[src/logic/decompose_pkg.sv]
// ------------------------------------------------
// Shared definitions for the ML-DSA decompose stage
// Constants for gamma2 = (q-1)/32, lane count
// Vector typedefs for coefficients and results
// Packed structs for lane traffic and output words
// ------------------------------------------------

package decompose_pkg;

    // ------------------------------------------------
    // Constants of the standard
    // ------------------------------------------------

    // Field modulus q = 2^23 - 2^13 + 1
    localparam logic [31:0] MLDSA_Q = 32'd8380417;

    // Low-order rounding range for ML-DSA-65 and ML-DSA-87
    localparam logic [31:0] MLDSA_GAMMA2 = 32'd261888;

    // 2*gamma2 = 2^19 - 2^9, the divisor used by every lane
    localparam logic [31:0] MLDSA_2GAMMA2 = 32'd523776;

    // Rejection margin of the signing loop
    localparam logic [31:0] MLDSA_BETA = 32'd196;

    // Any |r0| at or above this value rejects the signature attempt
    localparam logic [31:0] NORM_BOUND = MLDSA_GAMMA2 - MLDSA_BETA;

    // One lane per coefficient of an input word
    localparam int NUM_LANES = 4;

    // Largest high part, since (q-1)/(2*gamma2) = 16 folds back to 0
    localparam int R1_MAX = 15;

    // ------------------------------------------------
    // Vector types
    // ------------------------------------------------

    // Lazily reduced coefficient in [0, 2q)
    typedef logic [23:0] coeff_lazy_t;
    // Fully reduced coefficient in [0, q)
    typedef logic [22:0] coeff_t;
    // Remainder modulo 2*gamma2
    typedef logic [18:0] mod2g2_t;
    // Centered low part in (-gamma2, gamma2], two's complement
    typedef logic signed [19:0] r0_t;
    // High part in [0, 15]
    typedef logic [3:0] r1_t;
    // Four packed high parts, lane k in nibble k
    typedef logic [15:0] w1_word_t;

    // ------------------------------------------------
    // Structs and word arrays
    // ------------------------------------------------

    typedef struct packed {
        logic   valid;
        coeff_t coeff;
    } lane_in_t;

    typedef struct packed {
        logic valid;
        r1_t  r1;
        r0_t  r0;
    } lane_out_t;

    typedef coeff_lazy_t [NUM_LANES-1:0] coeff_word_t;
    typedef r0_t [NUM_LANES-1:0] r0_word_t;

endpackage

[src/logic/decompose_mod_2gamma2.sv]
// ------------------------------------------------
// Two-stage reduction modulo 2*gamma2 = 2^19 - 2^9
// Stage 1 folds the top bits into the low 19 bits
// Stage 2 does one conditional subtraction
// Wrap output marks that the subtraction was taken
// ------------------------------------------------

`timescale 1ns/1ns

module decompose_mod_2gamma2 (
    input  logic                   clk,
    input  logic                   reset_n,
    input  logic                   zeroize_i,
    input  logic                   add_en_i,
    input  decompose_pkg::coeff_t  opa_i,
    output decompose_pkg::mod2g2_t res_o,
    output logic                   wrap_o,
    output logic                   ready_o
);

    // Top bits of the input moved to weight 2^9
    decompose_pkg::mod2g2_t hi_shift;
    decompose_pkg::mod2g2_t sum_s1;
    logic                   carry_s1;

    decompose_pkg::mod2g2_t sum_q;
    logic                   carry_q;

    decompose_pkg::mod2g2_t diff_s2;
    logic                   carry_s2;

    // ------------------------------------------------
    // Stage 1
    // ------------------------------------------------

    // Since 2^19 = 2*gamma2 + 2^9, each unit of r[22:19] contributes 2^9
    assign hi_shift = {6'b0, opa_i[22:19], 9'b0};

    // The folded sum stays below 2 * (2*gamma2), so one subtraction is enough later
    assign {carry_s1, sum_s1} = {1'b0, opa_i[18:0]} + {1'b0, hi_shift};

    always_ff @(posedge clk) begin
        if (!reset_n) begin
            sum_q   <= '0;
            carry_q <= 1'b0;
        end else if (zeroize_i) begin
            sum_q   <= '0;
            carry_q <= 1'b0;
        end else if (add_en_i) begin
            sum_q   <= sum_s1;
            carry_q <= carry_s1;
        end
    end

    // Result is valid one cycle after the enable
    always_ff @(posedge clk) begin
        if (!reset_n) begin
            ready_o <= 1'b0;
        end else if (zeroize_i) begin
            ready_o <= 1'b0;
        end else begin
            ready_o <= add_en_i;
        end
    end

    // ------------------------------------------------
    // Stage 2
    // ------------------------------------------------

    // Subtract 2*gamma2 as the complement plus a carry-in of one
    assign {carry_s2, diff_s2} = {1'b0, sum_q}
                               + {1'b0, ~decompose_pkg::mod2g2_t'(decompose_pkg::MLDSA_2GAMMA2)}
                               + 20'd1;

    // Odd carry parity means the 20-bit sum reached 2*gamma2
    assign wrap_o = carry_q ^ carry_s2;
    assign res_o  = wrap_o ? diff_s2 : sum_q;

endmodule

[src/logic/decompose_lane.sv]
// ------------------------------------------------
// One decompose lane
// Mod block gives r mod 2*gamma2 and a wrap bit
// Centering of r0 and quotient forming for r1
// Fold of the q-1 corner to r1 = 0
// ------------------------------------------------

`timescale 1ns/1ns

module decompose_lane (
    input  logic                     clk,
    input  logic                     reset_n,
    input  logic                     zeroize_i,
    input  decompose_pkg::lane_in_t  lane_i,
    output decompose_pkg::lane_out_t lane_o
);

    decompose_pkg::mod2g2_t rem;
    logic                   wrap;
    logic                   rem_ready;

    // Top coefficient bits, delayed to line up with the mod block output
    logic [3:0]             hi_q;

    // Quotient before and after centering, 16 needs the fifth bit
    logic [4:0]             quot;
    logic [4:0]             quot_adj;
    logic                   over_half;
    logic                   corner;

    decompose_pkg::r0_t     r0_cent;
    decompose_pkg::r0_t     r0_fix;
    decompose_pkg::r1_t     r1_fix;

    decompose_mod_2gamma2 i_mod (
        .clk       (clk),
        .reset_n   (reset_n),
        .zeroize_i (zeroize_i),
        .add_en_i  (lane_i.valid),
        .opa_i     (lane_i.coeff),
        .res_o     (rem),
        .wrap_o    (wrap),
        .ready_o   (rem_ready)
    );

    always_ff @(posedge clk) begin
        if (!reset_n) begin
            hi_q <= '0;
        end else if (zeroize_i) begin
            hi_q <= '0;
        end else if (lane_i.valid) begin
            hi_q <= lane_i.coeff[22:19];
        end
    end

    // ------------------------------------------------
    // Correction logic
    // ------------------------------------------------

    // r = hi * 2*gamma2 + (hi * 2^9 + lo), so floor(r / 2*gamma2) is hi plus the wrap
    assign quot = {1'b0, hi_q} + {4'b0, wrap};

    // A remainder above gamma2 is moved into the negative half of the range
    assign over_half = {13'b0, rem} > decompose_pkg::MLDSA_GAMMA2;
    assign r0_cent   = over_half ? {1'b0, rem} - 20'(decompose_pkg::MLDSA_2GAMMA2)
                                 : {1'b0, rem};
    assign quot_adj  = quot + {4'b0, over_half};

    // A quotient of 16 means r - r0 = q - 1, which the standard maps to r1 = 0
    assign corner = quot_adj > 5'(decompose_pkg::R1_MAX);
    assign r1_fix = corner ? '0 : quot_adj[3:0];
    assign r0_fix = corner ? r0_cent - 20'sd1 : r0_cent;

    // Output register, valid follows the mod block ready
    always_ff @(posedge clk) begin
        if (!reset_n) begin
            lane_o <= '0;
        end else if (zeroize_i) begin
            lane_o <= '0;
        end else begin
            lane_o.valid <= rem_ready;
            if (rem_ready) begin
                lane_o.r1 <= r1_fix;
                lane_o.r0 <= r0_fix;
            end
        end
    end

endmodule

[src/logic/coeff_distributor.sv]
// ------------------------------------------------
// Input register and fan-out to the lanes
// Brings each coefficient from [0, 2q) into [0, q)
// ------------------------------------------------

`timescale 1ns/1ns

module coeff_distributor (
    input  logic                                               clk,
    input  logic                                               reset_n,
    input  logic                                               zeroize_i,
    input  logic                                               in_valid_i,
    input  decompose_pkg::coeff_word_t                         coeff_word_i,
    output decompose_pkg::lane_in_t [decompose_pkg::NUM_LANES-1:0] lanes_o
);

    // Reduced coefficient of each lane, before the register
    decompose_pkg::coeff_t reduced [decompose_pkg::NUM_LANES];

    // Set when the lazy coefficient is at or above q
    logic [decompose_pkg::NUM_LANES-1:0] need_sub;

    // ------------------------------------------------
    // Conditional subtraction of q
    // ------------------------------------------------

    for (genvar k = 0; k < decompose_pkg::NUM_LANES; k++) begin : g_reduce
        assign need_sub[k] = {8'b0, coeff_word_i[k]} >= decompose_pkg::MLDSA_Q;

        // One subtraction suffices because the input stays below 2q
        assign reduced[k] = need_sub[k]
                          ? 23'(coeff_word_i[k] - 24'(decompose_pkg::MLDSA_Q))
                          : 23'(coeff_word_i[k]);
    end

    // ------------------------------------------------
    // Lane registers
    // ------------------------------------------------

    // All lanes share the input strobe, so they stay in lockstep
    always_ff @(posedge clk) begin
        if (!reset_n) begin
            lanes_o <= '0;
        end else if (zeroize_i) begin
            lanes_o <= '0;
        end else begin
            for (int k = 0; k < decompose_pkg::NUM_LANES; k++) begin
                lanes_o[k].valid <= in_valid_i;
                // Payload only moves with a valid word
                if (in_valid_i) begin
                    lanes_o[k].coeff <= reduced[k];
                end
            end
        end
    end

endmodule

[src/logic/decompose_collector.sv]
// ------------------------------------------------
// Output collector of the decompose stage
// Packs the r1 nibbles into w1 and the r0 values into a word
// Flags any |r0| at or above gamma2 - beta
// ------------------------------------------------

`timescale 1ns/1ns

module decompose_collector (
    input  logic                                                clk,
    input  logic                                                reset_n,
    input  logic                                                zeroize_i,
    input  decompose_pkg::lane_out_t [decompose_pkg::NUM_LANES-1:0] lanes_i,
    output logic                                                out_valid_o,
    output decompose_pkg::w1_word_t                             w1_o,
    output decompose_pkg::r0_word_t                             r0_o,
    output logic                                                norm_fail_o
);

    // Word valid, taken from lane 0 since every lane moves in lockstep
    logic                                word_valid;

    decompose_pkg::w1_word_t             w1_next;
    decompose_pkg::r0_word_t             r0_next;

    // Magnitude of each r0 and its comparison against the bound
    decompose_pkg::r0_t                  r0_abs [decompose_pkg::NUM_LANES];
    logic [decompose_pkg::NUM_LANES-1:0] over_bound;

    assign word_valid = lanes_i[0].valid;

    // ------------------------------------------------
    // Packing and norm check
    // ------------------------------------------------

    for (genvar k = 0; k < decompose_pkg::NUM_LANES; k++) begin : g_pack
        // Lane k lands in nibble k of w1 and element k of the r0 word
        assign w1_next[4*k +: 4] = lanes_i[k].r1;
        assign r0_next[k]        = lanes_i[k].r0;

        // The smallest r0 is -gamma2 + 1 or -gamma2, so the negation cannot overflow
        assign r0_abs[k] = lanes_i[k].r0[19] ? -lanes_i[k].r0 : lanes_i[k].r0;

        assign over_bound[k] = {12'b0, r0_abs[k]} >= decompose_pkg::NORM_BOUND;
    end

    // ------------------------------------------------
    // Output registers
    // ------------------------------------------------

    always_ff @(posedge clk) begin
        if (!reset_n) begin
            out_valid_o <= 1'b0;
            w1_o        <= '0;
            r0_o        <= '0;
            norm_fail_o <= 1'b0;
        end else if (zeroize_i) begin
            out_valid_o <= 1'b0;
            w1_o        <= '0;
            r0_o        <= '0;
            norm_fail_o <= 1'b0;
        end else begin
            out_valid_o <= word_valid;
            // The flag is a strobe that only rises with a valid word
            norm_fail_o <= word_valid & (|over_bound);
            if (word_valid) begin
                w1_o <= w1_next;
                r0_o <= r0_next;
            end
        end
    end

endmodule

[src/logic/decompose_top.sv]
// ------------------------------------------------
// Top level of the decompose stage
// Distributor, four decompose lanes, collector
// Output valid follows input valid by 4 cycles
// ------------------------------------------------

`timescale 1ns/1ns

module decompose_top (
    input  logic                       clk,
    input  logic                       reset_n,
    input  logic                       zeroize_i,
    input  logic                       in_valid_i,
    input  decompose_pkg::coeff_word_t coeff_word_i,
    output logic                       out_valid_o,
    output decompose_pkg::w1_word_t    w1_o,
    output decompose_pkg::r0_word_t    r0_o,
    output logic                       norm_fail_o
);

    decompose_pkg::lane_in_t  [decompose_pkg::NUM_LANES-1:0] lane_in;
    decompose_pkg::lane_out_t [decompose_pkg::NUM_LANES-1:0] lane_out;

    // Stage 1: reduce to [0, q) and register per lane
    coeff_distributor i_coeff_distributor (
        .clk          (clk),
        .reset_n      (reset_n),
        .zeroize_i    (zeroize_i),
        .in_valid_i   (in_valid_i),
        .coeff_word_i (coeff_word_i),
        .lanes_o      (lane_in)
    );

    // Stages 2 and 3: one decompose per coefficient
    for (genvar k = 0; k < decompose_pkg::NUM_LANES; k++) begin : g_lane
        decompose_lane i_decompose_lane (
            .clk       (clk),
            .reset_n   (reset_n),
            .zeroize_i (zeroize_i),
            .lane_i    (lane_in[k]),
            .lane_o    (lane_out[k])
        );
    end

    // Stage 4: pack the words and check the norm bound
    decompose_collector i_decompose_collector (
        .clk         (clk),
        .reset_n     (reset_n),
        .zeroize_i   (zeroize_i),
        .lanes_i     (lane_out),
        .out_valid_o (out_valid_o),
        .w1_o        (w1_o),
        .r0_o        (r0_o),
        .norm_fail_o (norm_fail_o)
    );

endmodule

[config.mk]
export PLATFORM = sky130hd
export DESIGN_NAME = decompose_top
export DESIGN_NICKNAME = d
export VERILOG_FILES = /design/src/logic/decompose_pkg.sv /design/src/logic/decompose_mod_2gamma2.sv /design/src/logic/decompose_lane.sv /design/src/logic/coeff_distributor.sv /design/src/logic/decompose_collector.sv /design/src/logic/decompose_top.sv
export SDC_FILE = /design/constraint.sdc
export NUM_CORES = 1
export LEC_CHECK = 0
export ABC_AREA = 1
export BUFFER_PORTS_ARGS = -buffer_cell sky130_fd_sc_hd__buf_2
export CAP_MARGIN = 0
export CORE_ASPECT_RATIO = 1.75
export CORE_MARGIN = 2
export CORE_UTILIZATION = 40
export DETAILED_ROUTE_END_ITERATION = 7
export PLACE_DENSITY_LB_ADDON = 0.25
export SLEW_MARGIN = 15
export SYNTH_ARGS = -nofsm -noshare
export SYNTH_HDL_FRONTEND = slang
export SYNTH_SLANG_ARGS = --single-unit
[constraint.sdc]
create_clock -name clk -period 5.8 [get_ports clk]
set_input_delay 1.16 -clock clk [delete_from_list [all_inputs] [get_ports clk]]
set_output_delay 1.16 -clock clk [all_outputs]
set_load 0.02 [all_outputs]
== Yosys cells after proc, flatten, opt, wreduce, memory -nomap -nowiden ==
Cells that the tools add are included.

* Output and inout bits: 98
* Memories: 0
* Memory bits (writable): 0
* Bits in registers: 385
* ROM bits: 0
* Bits in latches: 0

* Mux-type cells: 24
* Divide/modulo/power cells: 0
* Bitwise operators: 6
* $add $sub $neg: 36
* Multipliers: 0
* Reduce and logical (&&, ||, !) cells: 2
* Magnitude comparators: 16
* Shifts and indexed selects: 0
* Eq/ne operators: 0

{| class="wikitable"
|+ Operators with widths
! cell !! number
|-
| 2-to-1 mux 20 bit || 12
|-
| greater-or-equal comparator 24 x 23 -> 1 bit, second input constant || 4
|-
| 2-to-1 mux 23 bit || 4
|-
| subtractor 23 bit, second input constant || 4
|-
| adder 19 x 13 -> 20 bit || 4
|-
| adder 19 x 9 -> 20 bit, second input constant || 4
|-
| adder 20 x 1 -> 20 bit, second input constant || 4
|-
| greater-or-equal comparator 20 x 18 -> 1 bit, second input constant || 4
|-
| negation 20 bit || 4
|-
| subtractor 19 x 19 -> 20 bit, second input constant || 4
|-
| subtractor 20 x 2 -> 20 bit, second input constant || 4
|-
| greater-than comparator 19 x 18 -> 1 bit, second input constant || 4
|-
| 2-to-1 mux 19 bit || 4
|-
| adder 4 x 1 -> 5 bit || 4
|-
| adder 5 x 1 -> 5 bit || 4
|-
| greater-than comparator 5 x 4 -> 1 bit, second input constant || 4
|-
| 2-to-1 mux 4 bit || 4
|-
| OR reduction 4 bit || 1
|-
| bitwise XOR 1 bit || 4
|-
| OR reduction 2 bit || 1
|-
| bitwise AND 1 bit || 1
|-
| inverter 1 bit || 1
|}

== Depth between registers and ports, before layout ==
* Word-level depth: 8
* Gate-level depth with buffers: 35
* Mapped depth without buffers: 34

== Modules after synthesis ==
A second synthesis with hierarchy kept.

* Cell total of the unflattened synthesis: 4104
* Area total of the unflattened synthesis: 26150.1 um^2

{| class="wikitable"
|+ Modules (own cells, without submodules)
! module !! instances !! area an instance (um^2) !! cells an instance
|-
| coeff_distributor || 1 || 6628.9 || 1141
|-
| decompose_collector || 1 || 5288.8 || 847
|-
| decompose_lane (g_lane[2].i_decompose_lane ...) || 2 || 2228.4 || 336
|-
| decompose_mod_2gamma2 (g_lane[0].i_decompose_lane.i_mod ...) || 3 || 1407.6 || 201
|-
| decompose_lane (g_lane[1].i_decompose_lane) || 1 || 2115.8 || 335
|-
| decompose_lane (g_lane[0].i_decompose_lane) || 1 || 2023.2 || 318
|-
| decompose_mod_2gamma2 (g_lane[3].i_decompose_lane.i_mod) || 1 || 1413.9 || 188
|}

== Least setup slack after synthesis ==
OpenSTA, ideal clock, no wires.

* Path kind: register -> register
* From: reg g_lane[0].i_decompose_lane.i_mod.sum_q[9]
* To: reg g_lane[0].i_decompose_lane.lane_o[15] in the netlist's numbering
* Data required time: 5.691 ns
* Path slack: 1.716 ns
* Setup time: 0.109 ns
* Stages on the path, launching flop included: 30
* Path buffers: 0
* Clock period less this slack: 4.084 ns
* Data arrival time: 3.975 ns
* Cell sequence: dfxtp_1 -> ha_1 -> nand2_2 -> nor2_4 -> nand2_2 -> nand2_4 -> nand2_4 -> o21ai_1 -> ha_1 -> nand3_1 -> nor2_2 -> nand2_2 -> nand2_4 -> nand2_2 -> inv_1 -> fa_1 -> ha_1 -> nand3_1 -> nor2_1 -> nand2_1 -> nor3_1 -> nand3_1 -> nor3_1 -> nand2_1 -> nor2_1 -> nand2_1 -> o21bai_1 -> nand3_1 -> nand2_1 -> inv_1

* Cells in the longest elaborated chain, start to end: 8
* Elaborated cells on any way between the ends: 12
* Classes of those cells: add/sub: 6; order compare: 2; mux: 3; bitwise: 1

{| class="wikitable"
|+ Ends and longest elaborated chain
! element !! RTL line !! text
|-
| start, declared || decompose_mod_2gamma2.sv:26 || <nowiki>decompose_pkg::mod2g2_t sum_q;</nowiki>
|-
| start signal, assigned || decompose_mod_2gamma2.sv:50 || <nowiki>sum_q <= sum_s1;</nowiki>
|-
| adder 19 x 9 -> 20 bit || decompose_mod_2gamma2.sv:72 || <nowiki>+ {1'b0, ~decompose_pkg::mod2g2_t'(decompose_pkg::MLDSA_2GAMMA2)}</nowiki>
|-
| adder 20 x 1 -> 20 bit || decompose_mod_2gamma2.sv:73 || <nowiki>+ 20'd1;</nowiki>
|-
| bitwise XOR 1 bit || decompose_mod_2gamma2.sv:76 || <nowiki>assign wrap_o = carry_q ^ carry_s2;</nowiki>
|-
| 2-to-1 mux 19 bit || decompose_mod_2gamma2.sv:77 || <nowiki>assign res_o = wrap_o ? diff_s2 : sum_q;</nowiki>
|-
| subtractor 19 x 19 -> 20 bit / greater-than comparator 19 x 18 -> 1 bit (equally long branches) || decompose_lane.sv:65, decompose_lane.sv:64 ||
|-
| 2-to-1 mux 20 bit / adder 5 x 1 -> 5 bit (equally long branches) || decompose_lane.sv:65, decompose_lane.sv:67 ||
|-
| subtractor 20 x 2 -> 20 bit / greater-than comparator 5 x 4 -> 1 bit (equally long branches) || decompose_lane.sv:72, decompose_lane.sv:70 ||
|-
| 2-to-1 mux 20 bit (*) || decompose_lane.sv:72 || <nowiki>assign r0_fix = corner ? r0_cent - 20'sd1 : r0_cent;</nowiki>
|-
| end, declared || decompose_lane.sv:15 || <nowiki>output decompose_pkg::lane_out_t lane_o</nowiki>
|}

Mark *: on every way between the ends. The rest lies on a longest branch, timed or not.
A chain may end at the register's enable or synchronous reset.

== Worst setup path after layout ==
Same ends and word-level chain as after synthesis.

==> impl_metrics.csv <==
group,metric,value,unit
routing,ant_nets,0,
timing,finalSetupTns,0,ns
yosys,yosysSeqAreaShare,0.3460,
routing,viasPerCell,4.979,
floorplanning,die_h,316.2,um
critical_path,start_kind,"flip-flop",
power,irDropWorstVdd,0.1665,mV
floorplanning,fp.dieArea,0.05767,mm^2
routing,wl_per_cell,14.53,um
routing,vias,21040,
global_routing,grt_overflow,0,
global_routing,antenna_found_initial,0,
timing,setup_viol,0,
global_routing,grt_max_degree,182,
timing,max_slew.worst_pin.slew,1.110,ns
timing,fmax,0.1994,GHz
global_routing,grt_pass1_wl,101000,um
timing,hold_viol_final,0,
floorplanning,start_util,0.4035,
floorplanning,chipWidth,182.4,um
yosys,synthFlopType,"dfxtp_1",
timing,finalCriticalPeriod,5.016,ns
global_routing,grt_pass1_vias,19880,
clocking,clk_pin_slew_worst_paths,0.07,ns
routing,wl,61420,um
power,power,5.682,mW
yosys,syn_avg_cell_area,6.602,um^2
floorplanning,core,0.05520,mm^2
yosys,yosysWarnings,0,
placed_design,io_buffers,197,
clocking,clockBufferDepth,3,
yosys,netlist_area,0.02228,mm^2
clocking,cts-hold-fix-buffers,0,
clocking,cts_tree,"built",
clocking,cts_root_buffer,"clkbuf_16",
clocking,htreeDepth,2,
timing,maxSlewViolCount,0,
routing,dr.pass1.iters,5,
clocking,clock-sinks,385,
finish,finish.utilization,0.4540,
routing,drtIter0Drc,1140,
finish,layout_commonest_cell,"nand2_1",
floorplanning,io_pins,198,
critical_path,crit_top_cell,"nand2_1",
critical_path,end_kind,"flip-flop",
clocking,cts_setup_buffers,0,
critical_path,slowest_stage,"dfxtp_1",
finish,finalNetCount,3651,
power,leakage,11.54,nW
timing,fin_crit_sh,0.8647,
critical_path,critPathMaxStageDelay,0.42,ns
floorplanning,rows,114,
finish,layout-drive-gt1-share,0.1028,
run,cap_violations,0,
clocking,cts_resized,0,
critical_path,arrival,5.51,ns
finish,syn_to_final_growth,12.50,%
outcome,status,"completed",
critical_path,cpLargestDelayFamily,"simple AND/OR/NAND/NOR gates",
finish,antennaDiodeCount,0,
timing,rsz0062_at_grt,"no",
yosys,synth-seq-cells,385,
critical_path,cp_max_fo,16,
timing,timing.hold.ws,0.4537,ns
critical_path,path_class,"reg2reg",
yosys,async_flop_share,0,
clocking,numCtsBuffers,38,
yosys,synth_edf_count,0,
yosys,synthCells,3374,
yosys,synth.distinct_cells,53,
critical_path,crit_required,6.30,ns
placed_design,gp_congestion,0.9021,
clocking,clock_latency,0.55,ns
power,pwr_density_cell,226.7,mW/mm^2
critical_path,worst-path-buf-inv,2,
routing,drc,0,
placed_design,place_hpwl,46550,um
min_path,hold_path_class,"reg2reg",
yosys,syn_nets,3522,
timing,fin_worst_skew,0.01028,ns
finish,layout_common_cells,"667 x nand2_1, 507 x inv_1, 383 x dfxtp_1, 324 x nor2_1, 316 x o21ai_0",
global_routing,track_usage,0.2111,
timing,slew_headroom,0.2598,
-- per-stage QoR --
stage	instances	cell area (um^2)	setup WS (ns)
5_1_grt	4226	25060	0.1323
2_1_floorplan	3374	22280	1.716
6_report	4226	25060	0.7845
3_5_place_dp	4159	23790	0.8115
4_1_cts	4226	25060	0.7810
3_3_place_gp	4159	23790	0.9742
-- cell type report --
cell class / instances / area, um^2
multi-input cells: 2348 / 12130
clock inverters: 6 / 93.84
flip-flops and latches: 385 / 7715
clock buffers: 61 / 1181
inverters: 519 / 1951
repair buffers: 211 / 1116
fillers: 5836 / 30140
well taps: 696 / 870.8
-- power breakdown --
part | total, mW | leakage (nW) | switching (mW) | internal, mW
registers | 2.72 | 3.12 | 0.0329 | 2.68
clock network | 2.55 | 0.619 | 1.06 | 1.49
logic | 0.419 | 7.81 | 0.283 | 0.136
-- state kept, by name (all words and copies together), names as in the netlist --
signal and count:
i_decompose_collector.out_valid_o 1, g_lane.i_decompose_lane.i_mod.carry_q 4, i_decompose_collector.r0_o 80, i_coeff_distributor.lanes_o 93, i_decompose_collector.norm_fail_o 1, g_lane.i_decompose_lane.lane_o 97, i_decompose_collector.w1_o 16, g_lane.i_decompose_lane.hi_q 16
g_lane.i_decompose_lane.i_mod.sum_q 76, g_lane.i_decompose_lane.i_mod.ready_o 1
-- final timing paths --
kind                                                                        startpoint                                                  to  slack (ns)  cells past startpoint
worst max-delay path            g_lane[0].i_decompose_lane.i_mod.sum_q[9]$_SDFFE_PP0P_  g_lane[0].i_decompose_lane.lane_o[15]$_SDFFE_PP0P_        0.78                     30
worst min-delay path                g_lane[0].i_decompose_lane.lane_o[23]$_SDFFE_PP0P_          i_decompose_collector.w1_o[3]$_SDFFE_PP0P_        0.45                      2
worst max register to register  g_lane[0].i_decompose_lane.i_mod.sum_q[9]$_SDFFE_PP0P_  g_lane[0].i_decompose_lane.lane_o[15]$_SDFFE_PP0P_        0.78                     30
worst min register to register      g_lane[0].i_decompose_lane.lane_o[23]$_SDFFE_PP0P_          i_decompose_collector.w1_o[3]$_SDFFE_PP0P_        0.45                      2
-- worst reg2reg max path: cells and delay by family (launching register included) --
kind                       cells  cell delay (ns)
AOI/OAI and AO/OA              1             0.19
buffers and inverters          2             0.24
adders and majority gates      4             0.89
DFF                            1             0.42
and+or+nand+nor               23             3.22
-- cells in the mapped netlist, types with 15 or more instances --
cell type  count  area share
a21oi_1      273       0.061
a31oi_1       15      0.0042
clkbuf_1     103       0.017
dfxtp_1      385        0.35
ha_1          40       0.022
inv_1        508       0.086
nand2_1      668        0.11
nand2_2       33      0.0093
nand3_1      222       0.050
nand4_1       49       0.014
nor2_1       326       0.055
nor2_2        17      0.0048
nor3_1        58       0.013
o211ai_1      35       0.012
o21ai_0      316       0.071
o221ai_1      19      0.0075
o22ai_1       25      0.0070
xnor2_1       30       0.012
xor2_1        95       0.037
-- layer usage --
metal / GRT usage / vias to the layer above / share of wire
li1: - / 11280 / -
met1: 0.2792 / 9283 / 0.48
met2: 0.3571 / 393 / 0.46
met3: 0.02722 / 86 / 0.039
met4: 0.06873 / 0 / 0.028
met5: 0 / - / 0
-- logic make-up (layout without fill, tap and decap cells) --
group           after synthesis  count (layout)  share of synthesized area
compound gates              744             744                     0.1847
xor+xnor                    126             126                    0.04988
fa+ha+maj                    48              48                    0.02966
buf+inv                     641             797                     0.1099
flops                       385             385                     0.3460
simple gates               1430            1430                     0.2799
Power figures use the tool's default switching activity.
